### config.mk
export PLATFORM = sky130hd
export DESIGN_NAME = cv_glue_top
export DESIGN_NICKNAME = d
export VERILOG_FILES = /design/src/cv_pkg.sv /design/src/cv_config_regs.sv /design/src/cv_controller_ports.sv /design/src/cv_glue_top.sv /design/src/cv_ram_map.sv /design/src/cv_spinner.sv
export SDC_FILE = /design/constraint.sdc
export NUM_CORES = 1
export LEC_CHECK = 0
export BUFFER_PORTS_ARGS = -buffer_cell sky130_fd_sc_hd__buf_4
export CAP_MARGIN = 20
export CORE_MARGIN = 4
export CORE_UTILIZATION = 45
export DETAILED_ROUTE_END_ITERATION = 10
export PLACE_DENSITY = 0.84
export SLEW_MARGIN = 20
export SYNTH_ARGS = -nofsm -noshare
export SYNTH_HDL_FRONTEND = slang
export SYNTH_SLANG_ARGS = --single-unit
### constraint.sdc
create_clock -name clk_sys -period 6.27 [get_ports clk_sys]
set_input_delay 0.9405 -clock clk_sys [delete_from_list [all_inputs] [get_ports clk_sys]]
set_output_delay 0.9405 -clock clk_sys [all_outputs]
set_load 0.005 [all_outputs]
### src/cv_pkg.sv
`default_nettype none

package cv_pkg;

    // --------------------------------------------------
    // Widths and register map
    // --------------------------------------------------
    localparam int CPU_ADDR_W    = 15;
    localparam int ROM_ADDR_W    = 16;
    localparam int SPIN_DIV_BITS = 16;
    localparam int NUM_PORTS     = 2;
    localparam int AXI_ADDR_W    = 4;
    localparam int AXI_DATA_W    = 32;

    localparam logic [AXI_ADDR_W-1:0] REG_CFG_ADDR  = 4'h0;
    localparam logic [AXI_ADDR_W-1:0] REG_STAT_ADDR = 4'h4;
    localparam logic [1:0]            AXI_RESP_OKAY = 2'b00;

    // Dahjee checksum window starts here, value FF means the expansion is present
    localparam logic [ROM_ADDR_W-1:0] DAHJEE_CHK_ADDR = 16'h2000;
    localparam logic [7:0]            DAHJEE_CHK_VAL  = 8'hFF;

    // Keypad codes beyond the digits
    localparam logic [3:0] KEY_STAR = 4'd10;
    localparam logic [3:0] KEY_HASH = 4'd11;
    localparam logic [3:0] KEY_NONE = 4'd12;

    // Pin patterns per key code, pin 1 in the MSB
    localparam logic [3:0] CV_KEYS [13] = '{
        4'b0011, 4'b1110, 4'b1101, 4'b0110, 4'b0001, 4'b1001, 4'b0111,
        4'b1100, 4'b1000, 4'b1011, 4'b1010, 4'b0101, 4'b1111
    };

    // --------------------------------------------------
    // Types
    // --------------------------------------------------
    typedef enum logic [1:0] {
        RAM_1K  = 2'd0,
        RAM_8K  = 2'd1,
        RAM_SGM = 2'd2
    } cv_ram_size_e;

    typedef struct packed {
        cv_ram_size_e ram_size;
        logic         spinner_en;
        logic         joyswap;
        logic         sg1000;
        logic         soft_reset;
    } cv_cfg_t;

    localparam int CFG_W = $bits(cv_cfg_t);

    typedef struct packed {
        logic [1:0] spare;
        logic       fire2;
        logic       fire1;
        logic       up;
        logic       down;
        logic       left;
        logic       right;
    } cv_joy_t;

    typedef struct packed {
        logic sel_joy;
        logic sel_key;
    } cv_ctrl_sel_t;

    // Pins 1 to 4, read as a keypad pattern or as joystick directions
    typedef union packed {
        logic [3:0] key_pattern;
        struct packed {
            logic up;
            logic down;
            logic left;
            logic right;
        } joy;
    } cv_pins_u;

    typedef struct packed {
        cv_pins_u   pins;
        logic       fire;
        logic [1:0] quad;
    } cv_ctrl_out_t;

    typedef struct packed {
        logic                  active;
        logic                  wr;
        logic [ROM_ADDR_W-1:0] addr;
        logic [7:0]            data;
    } cv_dl_t;

    typedef struct packed {
        logic                  awvalid;
        logic [AXI_ADDR_W-1:0] awaddr;
        logic                  wvalid;
        logic [AXI_DATA_W-1:0] wdata;
        logic                  bready;
        logic                  arvalid;
        logic [AXI_ADDR_W-1:0] araddr;
        logic                  rready;
    } cv_axil_req_t;

    typedef struct packed {
        logic                  awready;
        logic                  wready;
        logic                  bvalid;
        logic [1:0]            bresp;
        logic                  arready;
        logic                  rvalid;
        logic [AXI_DATA_W-1:0] rdata;
        logic [1:0]            rresp;
    } cv_axil_rsp_t;

endpackage

`default_nettype wire

### src/cv_config_regs.sv
`default_nettype none

module cv_config_regs (
    input  wire                   clk_sys,
    input  wire                   reset,
    input  wire cv_pkg::cv_axil_req_t axil_req_i,
    output cv_pkg::cv_axil_rsp_t  axil_rsp_o,
    input  wire                   dahjee_i,
    output cv_pkg::cv_cfg_t       cfg_o
);
    import cv_pkg::*;

    logic                  awready_q;
    logic                  bvalid_q;
    logic                  arready_q;
    logic                  rvalid_q;
    logic [AXI_DATA_W-1:0] rdata_q;
    logic                  wr_hs;
    logic                  rd_hs;

    // Handshake completes in the cycle the ready pulse is seen
    assign wr_hs = awready_q && axil_req_i.awvalid && axil_req_i.wvalid;
    assign rd_hs = arready_q && axil_req_i.arvalid;

    // --------------------------------------------------
    // Write channel and config word
    // --------------------------------------------------
    always_ff @(posedge clk_sys) begin
        if (reset) begin
            awready_q <= 1'b0;
            bvalid_q  <= 1'b0;
            cfg_o     <= '0;
        end else begin
            awready_q <= 1'b0;
            if (axil_req_i.awvalid && axil_req_i.wvalid && !awready_q && !bvalid_q) begin
                awready_q <= 1'b1;
            end
            if (wr_hs) begin
                bvalid_q <= 1'b1;
                // Only the defined fields are kept
                if (axil_req_i.awaddr == REG_CFG_ADDR) begin
                    cfg_o <= cv_cfg_t'(axil_req_i.wdata[CFG_W-1:0]);
                end
            end else if (bvalid_q && axil_req_i.bready) begin
                bvalid_q <= 1'b0;
            end
        end
    end

    // --------------------------------------------------
    // Read channel
    // --------------------------------------------------
    always_ff @(posedge clk_sys) begin
        if (reset) begin
            arready_q <= 1'b0;
            rvalid_q  <= 1'b0;
        end else begin
            arready_q <= axil_req_i.arvalid && !arready_q && !rvalid_q;
            if (rd_hs) begin
                rvalid_q <= 1'b1;
            end else if (rvalid_q && axil_req_i.rready) begin
                rvalid_q <= 1'b0;
            end
        end
    end

    always_ff @(posedge clk_sys) begin
        if (rd_hs) begin
            case (axil_req_i.araddr)
                REG_CFG_ADDR:  rdata_q <= {{(AXI_DATA_W-CFG_W){1'b0}}, cfg_o};
                REG_STAT_ADDR: rdata_q <= {{(AXI_DATA_W-1){1'b0}}, dahjee_i};
                default:       rdata_q <= '0;
            endcase
        end
    end

    always_comb begin
        axil_rsp_o.awready = awready_q;
        axil_rsp_o.wready  = awready_q;
        axil_rsp_o.bvalid  = bvalid_q;
        axil_rsp_o.bresp   = AXI_RESP_OKAY;
        axil_rsp_o.arready = arready_q;
        axil_rsp_o.rvalid  = rvalid_q;
        axil_rsp_o.rdata   = rdata_q;
        axil_rsp_o.rresp   = AXI_RESP_OKAY;
    end

endmodule

`default_nettype wire

### src/cv_controller_ports.sv
`default_nettype none

module cv_controller_ports (
    input  wire                   clk_sys,
    input  wire                   reset,
    input  wire cv_pkg::cv_cfg_t  cfg_i,
    input  wire cv_pkg::cv_ctrl_sel_t ctrl_sel_i [cv_pkg::NUM_PORTS],
    input  wire cv_pkg::cv_joy_t  joy0_i,
    input  wire cv_pkg::cv_joy_t  joy1_i,
    input  wire [15:0]            ps2_keys_i,
    input  wire [4:0]             ps2_joy_i,
    output cv_pkg::cv_ctrl_out_t  ctrl_o [cv_pkg::NUM_PORTS]
);
    import cv_pkg::*;

    logic [SPIN_DIV_BITS-1:0] spin_cnt;
    logic                     spin_step;
    logic [3:0]               key_code;
    cv_joy_t                  joy_sel [NUM_PORTS];

    // Spinner enable, one pulse per counter wrap
    always_ff @(posedge clk_sys) begin
        if (reset) begin
            spin_cnt <= '0;
        end else begin
            spin_cnt <= spin_cnt + 1'b1;
        end
    end

    assign spin_step = (spin_cnt == '0);

    assign joy_sel[0] = cfg_i.joyswap ? joy1_i : joy0_i;
    assign joy_sel[1] = cfg_i.joyswap ? joy0_i : joy1_i;

    // Keyboard keys in priority order, 1 to 9 then 0, * and #
    always_comb begin
        if      (ps2_keys_i[13]) key_code = 4'd1;
        else if (ps2_keys_i[7])  key_code = 4'd2;
        else if (ps2_keys_i[12]) key_code = 4'd3;
        else if (ps2_keys_i[2])  key_code = 4'd4;
        else if (ps2_keys_i[3])  key_code = 4'd5;
        else if (ps2_keys_i[14]) key_code = 4'd6;
        else if (ps2_keys_i[5])  key_code = 4'd7;
        else if (ps2_keys_i[1])  key_code = 4'd8;
        else if (ps2_keys_i[11]) key_code = 4'd9;
        else if (ps2_keys_i[10]) key_code = 4'd0;
        else if (ps2_keys_i[9])  key_code = KEY_STAR;
        else if (ps2_keys_i[6])  key_code = KEY_HASH;
        else                     key_code = KEY_NONE;
    end

    for (genvar p = 0; p < NUM_PORTS; p++) begin : g_port
        cv_pins_u   pins;
        logic       fire;
        logic [1:0] quad;

        always_comb begin
            if (!ctrl_sel_i[p].sel_joy && ctrl_sel_i[p].sel_key) begin
                // Keypad and right button
                pins.key_pattern = CV_KEYS[key_code];
                fire             = ~(ps2_keys_i[0] | joy_sel[p].fire2);
            end else if (ctrl_sel_i[p].sel_joy && !ctrl_sel_i[p].sel_key) begin
                // Joystick and left button
                pins.joy.up    = ~(ps2_joy_i[0] | joy_sel[p].up);
                pins.joy.down  = ~(ps2_joy_i[1] | joy_sel[p].down);
                pins.joy.left  = ~(ps2_joy_i[2] | joy_sel[p].left);
                pins.joy.right = ~(ps2_joy_i[3] | joy_sel[p].right);
                fire           = ~(ps2_joy_i[4] | joy_sel[p].fire1);
            end else begin
                pins.key_pattern = 4'b1111;
                fire             = 1'b1;
            end
        end

        cv_spinner u_spinner (
            .clk_sys  (clk_sys),
            .reset    (reset),
            .enable_i (cfg_i.spinner_en),
            .step_i   (spin_step),
            .left_i   (joy_sel[p].left),
            .right_i  (joy_sel[p].right),
            .quad_o   (quad)
        );

        assign ctrl_o[p] = '{pins: pins, fire: fire, quad: quad};
    end

endmodule

`default_nettype wire

### src/cv_glue_top.sv
`default_nettype none

module cv_glue_top (
    input  wire                           clk_sys,
    input  wire                           reset,
    input  wire cv_pkg::cv_axil_req_t     axil_req_i,
    output cv_pkg::cv_axil_rsp_t          axil_rsp_o,
    input  wire cv_pkg::cv_ctrl_sel_t     ctrl_sel_i [cv_pkg::NUM_PORTS],
    input  wire cv_pkg::cv_joy_t          joy0_i,
    input  wire cv_pkg::cv_joy_t          joy1_i,
    input  wire [15:0]                    ps2_keys_i,
    input  wire [4:0]                     ps2_joy_i,
    output cv_pkg::cv_ctrl_out_t          ctrl_o [cv_pkg::NUM_PORTS],
    input  wire [cv_pkg::CPU_ADDR_W-1:0]  cpu_ram_a_i,
    output logic [cv_pkg::CPU_ADDR_W-1:0] ram_a_o,
    input  wire cv_pkg::cv_dl_t           dl_i,
    output logic                          console_reset_o
);
    import cv_pkg::*;

    cv_cfg_t cfg;
    logic    dahjee;

    cv_config_regs u_config_regs (
        .clk_sys    (clk_sys),
        .reset      (reset),
        .axil_req_i (axil_req_i),
        .axil_rsp_o (axil_rsp_o),
        .dahjee_i   (dahjee),
        .cfg_o      (cfg)
    );

    cv_controller_ports u_controller_ports (
        .clk_sys    (clk_sys),
        .reset      (reset),
        .cfg_i      (cfg),
        .ctrl_sel_i (ctrl_sel_i),
        .joy0_i     (joy0_i),
        .joy1_i     (joy1_i),
        .ps2_keys_i (ps2_keys_i),
        .ps2_joy_i  (ps2_joy_i),
        .ctrl_o     (ctrl_o)
    );

    cv_ram_map u_ram_map (
        .clk_sys     (clk_sys),
        .reset       (reset),
        .cfg_i       (cfg),
        .cpu_ram_a_i (cpu_ram_a_i),
        .dl_i        (dl_i),
        .ram_a_o     (ram_a_o),
        .dahjee_o    (dahjee)
    );

    // Console held in reset during a download as well
    always_ff @(posedge clk_sys) begin
        console_reset_o <= reset | cfg.soft_reset | dl_i.active;
    end

endmodule

`default_nettype wire

### src/cv_ram_map.sv
`default_nettype none

module cv_ram_map (
    input  wire                            clk_sys,
    input  wire                            reset,
    input  wire cv_pkg::cv_cfg_t           cfg_i,
    input  wire [cv_pkg::CPU_ADDR_W-1:0]   cpu_ram_a_i,
    input  wire cv_pkg::cv_dl_t            dl_i,
    output logic [cv_pkg::CPU_ADDR_W-1:0]  ram_a_o,
    output logic                           dahjee_o
);
    import cv_pkg::*;

    logic [7:0] chksum;
    logic       dl_active_q;
    logic       in_window;

    // --------------------------------------------------
    // Address mapping, first match wins
    // --------------------------------------------------
    always_comb begin
        if (cfg_i.sg1000 && dahjee_o) begin
            // Dahjee A, full 32k
            ram_a_o = cpu_ram_a_i;
        end else if (cfg_i.sg1000 && !cpu_ram_a_i[14]) begin
            // 16k at 0x8000 for Basic and a few games
            ram_a_o = {1'b1, cpu_ram_a_i[13:0]};
        end else if (cfg_i.ram_size == RAM_8K) begin
            ram_a_o = CPU_ADDR_W'(cpu_ram_a_i[12:0]);
        end else if (cfg_i.ram_size == RAM_1K) begin
            ram_a_o = CPU_ADDR_W'(cpu_ram_a_i[9:0]);
        end else if (cfg_i.sg1000) begin
            // SGM size on SG-1000 is 16k
            ram_a_o = {1'b0, cpu_ram_a_i[13:0]};
        end else begin
            ram_a_o = cpu_ram_a_i;
        end
    end

    // --------------------------------------------------
    // Dahjee detection
    // --------------------------------------------------
    // Window 0x2000 to 0x3FFF
    assign in_window = (dl_i.addr[ROM_ADDR_W-1:13] == 3'b001);

    always_ff @(posedge clk_sys) begin
        if (reset) begin
            chksum      <= '0;
            dahjee_o    <= 1'b0;
            dl_active_q <= 1'b0;
        end else begin
            dl_active_q <= dl_i.active;
            if (cfg_i.sg1000 && dl_i.active) begin
                if (!dl_active_q) begin
                    chksum   <= '0;
                    dahjee_o <= 1'b0;
                end
                if (dl_i.wr && dl_i.addr == DAHJEE_CHK_ADDR) begin
                    chksum <= dl_i.data;
                end else if (dl_i.wr && in_window) begin
                    chksum <= chksum & dl_i.data;
                end
            end
            if (cfg_i.sg1000 && !dl_i.active && chksum == DAHJEE_CHK_VAL) begin
                dahjee_o <= 1'b1;
            end
        end
    end

endmodule

`default_nettype wire

### src/cv_spinner.sv
`default_nettype none

module cv_spinner (
    input  wire        clk_sys,
    input  wire        reset,
    input  wire        enable_i,
    input  wire        step_i,
    input  wire        left_i,
    input  wire        right_i,
    output logic [1:0] quad_o
);

    logic [1:0] quad_left;
    logic [1:0] quad_right;

    // Gray sequence, quad is {pin 7, pin 9}
    always_comb begin
        case (quad_o)
            2'b11:   quad_left = 2'b10;
            2'b10:   quad_left = 2'b00;
            2'b00:   quad_left = 2'b01;
            default: quad_left = 2'b11;
        endcase
        case (quad_o)
            2'b11:   quad_right = 2'b01;
            2'b01:   quad_right = 2'b00;
            2'b00:   quad_right = 2'b10;
            default: quad_right = 2'b11;
        endcase
    end

    // Left takes precedence when both are held
    always_ff @(posedge clk_sys) begin
        if (reset || !enable_i) begin
            quad_o <= 2'b11;
        end else if (step_i) begin
            if (left_i) begin
                quad_o <= quad_left;
            end else if (right_i) begin
                quad_o <= quad_right;
            end
        end
    end

endmodule

`default_nettype wire

==> results of run 1 <==
[cells by family (layout without fill, tap and decap cells)]
group / Yosys count / count (layout) / synth area share, %
multiplexers: 21 / 21 / 7.05
XOR/XNOR: 8 / 8 / 2.24
AO/OA/AOI/OAI: 78 / 78 / 16.4
other: 1 / 30 / 0.120
adder cells (fa/ha/maj): 7 / 7 / 2.80
AND/OR/NAND/NOR: 141 / 141 / 24.9
buffers and inverters: 73 / 139 / 14.4
flip-flops: 47 / 47 / 32.0
[sequential cells by signal, indices dropped and copies added, names as in the netlist]
signal and count:
u_ram_map.dl_active_q 1, u_config_regs.arready_q 1, u_config_regs.bvalid_q 1, u_ram_map.chksum 8
u_config_regs.cfg_o 6, console_reset_o 1, u_config_regs.rvalid_q 1, u_controller_ports.g_port.u_spinner.quad_o 4
u_config_regs.rdata_q 6, u_controller_ports.spin_cnt 16, u_ram_map.dahjee_o 1, u_config_regs.awready_q 1
[per-stage QoR]
| stage | std cells | area, µm² | hold WS (ns) |
|---|---|---|---|
| after floorplan | 405 | 3230 | 0.418 |
| after global placement | 543 | 3810 | 0.437 |
| after detailed placement | 543 | 3810 | 0.453 |
| after CTS | 551 | 3910 | 0.468 |
| after global routing | 551 | 3910 | 0.485 |
| final | 551 | 3910 | 0.465 |
[routing by layer]
| metal | share of wire, % | global-route usage, % | routed length [µm] |
|---|---|---|---|
| met4 | 1.3 | 5.28 | 99 |
| met2 | 50 | 31.3 | 3890 |
| met5 | 0 | 0 | 0 |
| met3 | 7.8 | 4.56 | 606 |
| met1 | 41 | 20.2 | 3190 |
[worst min path at each step]
stage / slack (ns) / to / from
finish: 0.47 / u_config_regs.arready_q / u_config_regs.arready_q
global route: 0.49 / u_config_regs.arready_q / u_config_regs.rvalid_q
CTS: 0.47 / u_config_regs.arready_q / u_config_regs.rvalid_q
detailed placement: 0.45 / u_ram_map.chksum[5] / u_ram_map.chksum[5]
global placement: 0.44 / u_config_regs.arready_q / u_config_regs.rvalid_q
floorplan: 0.42 / u_config_regs.arready_q / u_config_regs.arready_q
[Yosys cell counts, types with 7 or more instances]
master / instances / area (µm²)
a21oi_1: 19 / 95.1
o21a_1: 12 / 90.1
nor2_1: 24 / 90.1
or3_1: 8 / 50.1
mux2_2: 8 / 90.1
ha_1: 7 / 87.6
nand2_1: 20 / 75.1
nor3_1: 13 / 65.1
o21ai_0: 15 / 75.1
dfxtp_1: 41 / 821
mux2i_1: 13 / 130
inv_1: 14 / 52.6
nand4_1: 8 / 50.1
nor4_1: 13 / 81.3
buf_4: 47 / 353
nand3_1: 11 / 55.1
clkbuf_1: 10 / 37.5
nor2b_1: 17 / 106
[area by class of cell]
| class | count | area [µm²] | share of cell area [%] |
|---|---|---|---|
| clock buffers | 7 | 86.3 | 2.21 |
| clock inverters | 1 | 5.00 | 0.128 |
| inverters | 14 | 52.6 | 1.35 |
| multi-input cells | 285 | 1780 | 45.6 |
| flip-flops and latches | 47 | 1000 | 25.6 |
| well taps | 80 | 100 | 2.56 |
| repair buffers | 117 | 878 | 22.5 |
[power by group through the flow]
stage	Clock, mW	Sequential [mW]	Combinational [mW]
after floorplan	0	0.317	0.0766
after global placement	0	0.318	0.119
after detailed placement	0	0.318	0.123
after CTS	0.187	0.311	0.124
after global routing	0.197	0.311	0.137
final	0.182	0.311	0.124
[worst reg2reg max path, delay by kind of cell, from the launching register on]
family        cells  cell delay [ns]
simple gates      3             1.00
flops             1             0.45
mux               1             0.36
==> impl_metrics.json, run 1 <==
{
  "cpMostUsedCell": "buf_4",
  "timing.final.crit_share_pct": 64.1,
  "postLayoutCoreUtil_pct": 57.8,
  "cpLargestDelayFamily": "compound AO/OA/AOI/OAI gates",
  "critPathSlowestCell": "a211o_2",
  "hpwl_mm": 6.40,
  "end_kind": "output port",
  "cp-start-kind": "input pin",
  "clock_latency_ns": 0.29,
  "gr-usage-all-layers_pct": 17.4,
  "syn_inst": 376,
  "routed_wl_mm": 7.79,
  "grt_max_degree": 41,
  "synth_area_um2": 3120,
  "io-pin-count": 200,
  "skew_ns": 0.00859,
  "drive_above_1_share_pct": 29.5,
  "ir_drop_mv": 0.0856,
  "seq_power_share_pct": 50.4,
  "reg2reg_slack_ns": 4.35,
  "p_leak_nw": 1.71,
  "run_status": "finished clean",
  "p_per_area_nw_per_um2": 158,
  "p_total_mw": 0.616,
  "crit_arrival_ns": 3.08,
  "antenna_found_initial": 0,
  "layout_common_cells": "buf_4 (117), dfxtp_1 (41), conb_1 (30)",
  "drcViolationCount": 0,
  "maxCapViolations": 0,
  "layout_commonest_cell": "buf_4",
  "grt_pass1_wl_mm": 12.2,
  "hold_buffers": 0,
  "reg2regPathDepth": 4,
  "cts_root_buffer": "clkbuf_8",
  "tightest_slew_ns": 0.776,
  "max_freq_mhz": 249,
  "period_needed_ns": 4.02,
  "die_area_um2": 8340,
  "tns_ns": 0,
  "gp_congestion": 0.830,
  "viasPerCell": 5.36,
  "cts_tree": "yes",
  "hold_violations": 0,
  "port_buffers": 116,
  "setup_violations": 0,
  "grt.overflow.total": 0,
  "rsz0062_at_grt": "no",
  "pwr-share-comb_pct": 20.1,
  "cp-startpoint": "ps2_keys_i[1]",
  "post_cts_resized": 0,
  "initial_utilization_pct": 46.2,
  "area_growth_syn_to_layout_pct": 25.0,
  "path_buf_inv": 3,
  "hold_path.class": "flop to flop",
  "rr_startpoint": "u_controller_ports.spin_cnt[3]",
  "worstSetupPathDepth": 10,
  "critical_path_class": "input pin to output port",
  "cts.path.max_buffers": 2,
  "grt_pass1_vias": 2721,
  "clock-sinks": 47,
  "ys.warnings.count": 0,
  "endpoint": "ctrl_o[11]",
  "timing.rr.end": "u_controller_ports.spin_cnt[15]",
  "postCtsSetupBuffers": 0,
  "clk_pin_slew_worst_paths_ns": 0.08,
  "synth_ff_type": "dfxtp_1",
  "diodes": 0,
  "dr.pass1.iters": 4,
  "synth_cell_types": 53,
  "std_cell_rows": 30,
  "p_int_mw": 0.465,
  "fin_ws_ns": 2.25,
  "fillers": 621,
  "initialDrtViolationCount": 175,
  "synth_edf_count": 6,
  "max_slew_margin_pct": 48.2,
  "place_ws_ns": 2.28,
  "crit_chain": "buf_4 -> nor3_1 -> o21ai_0 -> a211o_2 -> a21oi_1 -> ha_1 -> inv_1 -> o221a_1 -> o21a_1 -> buf_4",
  "die_w_um": 91.3,
  "slowest_delay_ns": 0.36,
  "die_y_um": 91.3,
  "routedWlPerCell_um": 14.1,
  "coreArea_um2": 6760,
  "htree_levels": 2,
  "vias": 2951,
  "switchingPower_mw": 0.151,
  "nets": 606,
  "avgSynthCellArea_um2": 8.31,
  "numCtsBuffers": 5,
  "async_flop_share_pct": 0,
  "clkPwrFrac_pct": 29.5,
  "path_max_fanout": 4,
  "p_sw_share_pct": 24.5,
  "synth_seq_cells": 47,
  "required_ns": 5.33,
  "slew_viol_final": 0,
  "ys_seq_area_share_pct": 32.0,
  "ant_nets": 0,
  "hold_path_depth": 1
}
Power figures use the tool's default switching activity.
==> inputs of run 2 (changes only) <==
--- a/config.mk
+++ b/config.mk
@@ -5,12 +5,13 @@
 export SDC_FILE = /design/constraint.sdc
 export NUM_CORES = 1
 export LEC_CHECK = 0
+export ABC_AREA = 1
 export BUFFER_PORTS_ARGS = -buffer_cell sky130_fd_sc_hd__buf_4
 export CAP_MARGIN = 20
 export CORE_MARGIN = 4
-export CORE_UTILIZATION = 45
+export CORE_UTILIZATION = 43
 export DETAILED_ROUTE_END_ITERATION = 10
-export PLACE_DENSITY = 0.84
+export PLACE_DENSITY = 0.81
 export SLEW_MARGIN = 20
 export SYNTH_ARGS = -nofsm -noshare
 export SYNTH_HDL_FRONTEND = slang
==> constraint.sdc (replaced) <==
create_clock -name clk_sys -period 3.9 [get_ports clk_sys]
set_input_delay 0.585 -clock clk_sys [delete_from_list [all_inputs] [get_ports clk_sys]]
set_output_delay 0.585 -clock clk_sys [all_outputs]
set_load 0.005 [all_outputs]
==> run 2 against run 1 <==
Effect of this change:
- non-clock buffer count decreased by 1
- final cell count rose by 18%
- combinational power up 53%
- count of clock-buffer cells in the layout down 1
- setup slack worse by 1.4 ns
- global-route usage up 0.35 points
- wire length is 2.8% higher
- sequential share of layout area decreased by 0.11 points
- sequential cell count unchanged
- largest power group unchanged
==> impl_metrics.json, run 2 <==
{
  "run_status": "finished clean",
  "grt.overflow.total": 0,
  "synth-xor-area-share_pct": 1.13,
  "gp_congestion": 0.895,
  "top_register": "u_controller_ports.spin_cnt",
  "rr_startpoint": "u_config_regs.cfg_o[2]",
  "grt_pass1_vias": 2921,
  "yosysMostFrequentCell": "nand2_1",
  "ys.warnings.count": 0,
  "io-pin-count": 200,
  "layout_commonest_cell": "buf_4",
  "p_per_area_nw_per_um2": 270,
  "skew_ns": 0.00960,
  "die_y_um": 92.8,
  "routedWlPerCell_um": 12.4,
  "synth_area_um2": 3090,
  "synth-simple-area-share_pct": 27.5,
  "vias": 3144,
  "synth_cell_types": 39,
  "tightest_slew_ns": 0.523,
  "drcViolationCount": 0,
  "port_buffers": 116,
  "yosys.area.top_type": "dfxtp_1",
  "ir_drop_mv": 0.231,
  "highest_layer": "met4",
  "grt_max_degree": 21,
  "synth_top_family_by_area": "simple AND/OR/NAND/NOR gates",
  "synthMuxAreaShare_pct": 0.647,
  "synthTopCellsByCount": "nand2_1 (77), inv_1 (67), nor2_1 (59)",
  "hold_path_depth": 1,
  "pwr-share-comb_pct": 18.0,
  "maxCapViolations": 0,
  "place_area_um2": 3800,
  "synth_seq_cells": 47,
  "reg2reg_slack_ns": 1.90,
  "largest_reg_flops": 16,
  "clkPwrFrac_pct": 34.8,
  "nets": 687,
  "postCtsSetupBuffers": 0,
  "gr-usage-all-layers_pct": 17.8,
  "std_cell_rows": 30,
  "cts_tree": "yes",
  "p_leak_nw": 1.96,
  "grt_pass1_wl_mm": 12.6,
  "reg2regPathDepth": 7,
  "end_kind": "output port",
  "hpwl_mm": 6.40,
  "antenna_found_initial": 0,
  "layout_common_cells": "buf_4 (116), nand2_1 (77), inv_1 (67)",
  "clock_latency_ns": 0.30,
  "postLayoutCoreUtil_pct": 56.8,
  "fin_ws_ns": 0.861,
  "synth_fa_ha_area_share_pct": 2.83,
  "period_needed_ns": 3.04,
  "synth_edf_count": 6,
  "min_to": "u_controller_ports.spin_cnt[0]",
  "avgSynthCellArea_um2": 6.84,
  "rsz0062_at_grt": "no",
  "slew_viol_final": 0,
  "htree_levels": 2,
  "drive_above_1_share_pct": 24.6,
  "cts_root_buffer": "clkbuf_8",
  "switchingPower_mw": 0.256,
  "required_ns": 3.31,
  "worstHoldStart": "u_controller_ports.spin_cnt[0]",
  "hold_path.class": "flop to flop",
  "die_w_um": 92.8,
  "wl_met3_um": 795,
  "diodes": 0,
  "place_ws_ns": 0.868,
  "clock-sinks": 47,
  "reg_top3": "u_controller_ports.spin_cnt x16, u_ram_map.chksum x8",
  "cts.path.max_buffers": 2,
  "fillers": 680,
  "synth_compound_area_share_pct": 14.5,
  "p_sw_share_pct": 24.2,
  "path_max_fanout": 5,
  "crit_chain": "buf_4 -> inv_1 -> nand3_1 -> a31oi_1 -> nor3_1 -> nor2_1 -> inv_1 -> ha_1 -> nor2_1 -> o22ai_1 -> o21a_1 -> buf_4",
  "max_slew_margin_pct": 64.8,
  "hold_buffers": 0,
  "clk_pin_slew_worst_paths_ns": 0.08,
  "critical_path_class": "input pin to output port",
  "initial_utilization_pct": 44.8,
  "critPathSlowestCell": "ha_1",
  "wl_met1_mm": 2.98,
  "setup_violations": 0,
  "post_cts_resized": 0,
  "routed_wl_mm": 8.01,
  "max_freq_mhz": 329,
  "die_area_um2": 8610,
  "coreArea_um2": 6910,
  "seq_power_share_pct": 47.2,
  "cp-start-kind": "input pin",
  "tns_ns": 0,
  "area_growth_syn_to_layout_pct": 26.8,
  "hold_violations": 0,
  "ys_seq_area_share_pct": 32.4,
  "crit_arrival_ns": 2.45,
  "async_flop_share_pct": 0,
  "ant_nets": 0,
  "p_int_mw": 0.802,
  "initialDrtViolationCount": 158,
  "yosysTopAreaCellShare_pct": 26.5,
  "synth_area_leaders": "dfxtp_1 (27%), buf_4 (12%), nand2_1 (9.3%)",
  "syn_inst": 452,
  "viasPerCell": 4.85,
  "timing.final.crit_share_pct": 77.9,
  "synth_ff_type": "dfxtp_1",
  "slowest_delay_ns": 0.30,
  "dr_wl_met2_mm": 4.10,
  "stdcell_area_um2": 3920,
  "dr.pass1.iters": 5,
  "numCtsBuffers": 5
}
-- run 2: worst max-delay path by stage --
stage              startpoint  cells after the start  slack, ns         end
2_1_floorplan   ps2_keys_i[9]                     11       1.36  ctrl_o[11]
3_3_place_gp   ps2_keys_i[10]                     12       0.94   ctrl_o[4]
3_5_place_dp    ps2_keys_i[1]                     12       0.87  ctrl_o[11]
4_1_cts         ps2_keys_i[1]                     12       0.86  ctrl_o[11]
5_1_grt         ps2_keys_i[9]                     16       0.67   ctrl_o[6]
6_report        ps2_keys_i[1]                     12       0.86  ctrl_o[11]
-- run 2: cell type report --
type / instances / area [µm²] / area share, %
clock buffers: 6 / 82.6 / 2.11
clock inverters: 2 / 35.0 / 0.893
inverters: 68 / 255 / 6.51
multi-input cells: 313 / 1560 / 39.7
flip-flops and latches: 47 / 1000 / 25.5
well taps: 96 / 120 / 3.06
repair buffers: 116 / 871 / 22.2
-- run 2: critical path: cells and delay by family --
family                   cells  cell delay (ns)
adder cells (fa/ha/maj)      1             0.30
AND/OR/NAND/NOR              4             0.61
buffers and inverters        4             0.42
AO/OA/AOI/OAI                3             0.56
-- run 2: cell families (layout without fill, tap and decap cells) --
logic type / Yosys count / count (layout)
buffers and inverters: 121 / 192
muxes: 2 / 2
other: 1 / 30
AOI/OAI and AO/OA: 82 / 82
DFF: 47 / 47
adders and majority gates: 7 / 7
xor gates and xnor gates: 4 / 4
and+or+nand+nor: 188 / 188
-- run 2: layer usage --
layer / GRT usage [%] / vias to the layer above
met5: 0 / -
met4: 5.62 / 0
met3: 4.22 / 18
met2: 33.7 / 152
met1: 19.2 / 1405
li1: - / 1569
-- run 2: metrics by stage --
| step | hold WS [ns] | total power, mW | std cells |
|---|---|---|---|
| floorplan | 0.417 | 0.628 | 481 |
| global placement | 0.428 | 0.693 | 640 |
| detailed placement | 0.435 | 0.699 | 640 |
| CTS | 0.453 | 1.06 | 648 |
| global route | 0.470 | 1.12 | 648 |
| finish | 0.447 | 1.06 | 648 |
-- run 2: power groups by stage --
stage                     Combinational (mW)  Sequential (mW)  Clock (mW)
after floorplan                        0.117            0.510           0
after global placement                 0.183            0.511           0
after detailed placement               0.188            0.511           0
after CTS                              0.190            0.500       0.373
after global routing                   0.213            0.501       0.401
final                                  0.190            0.500       0.368
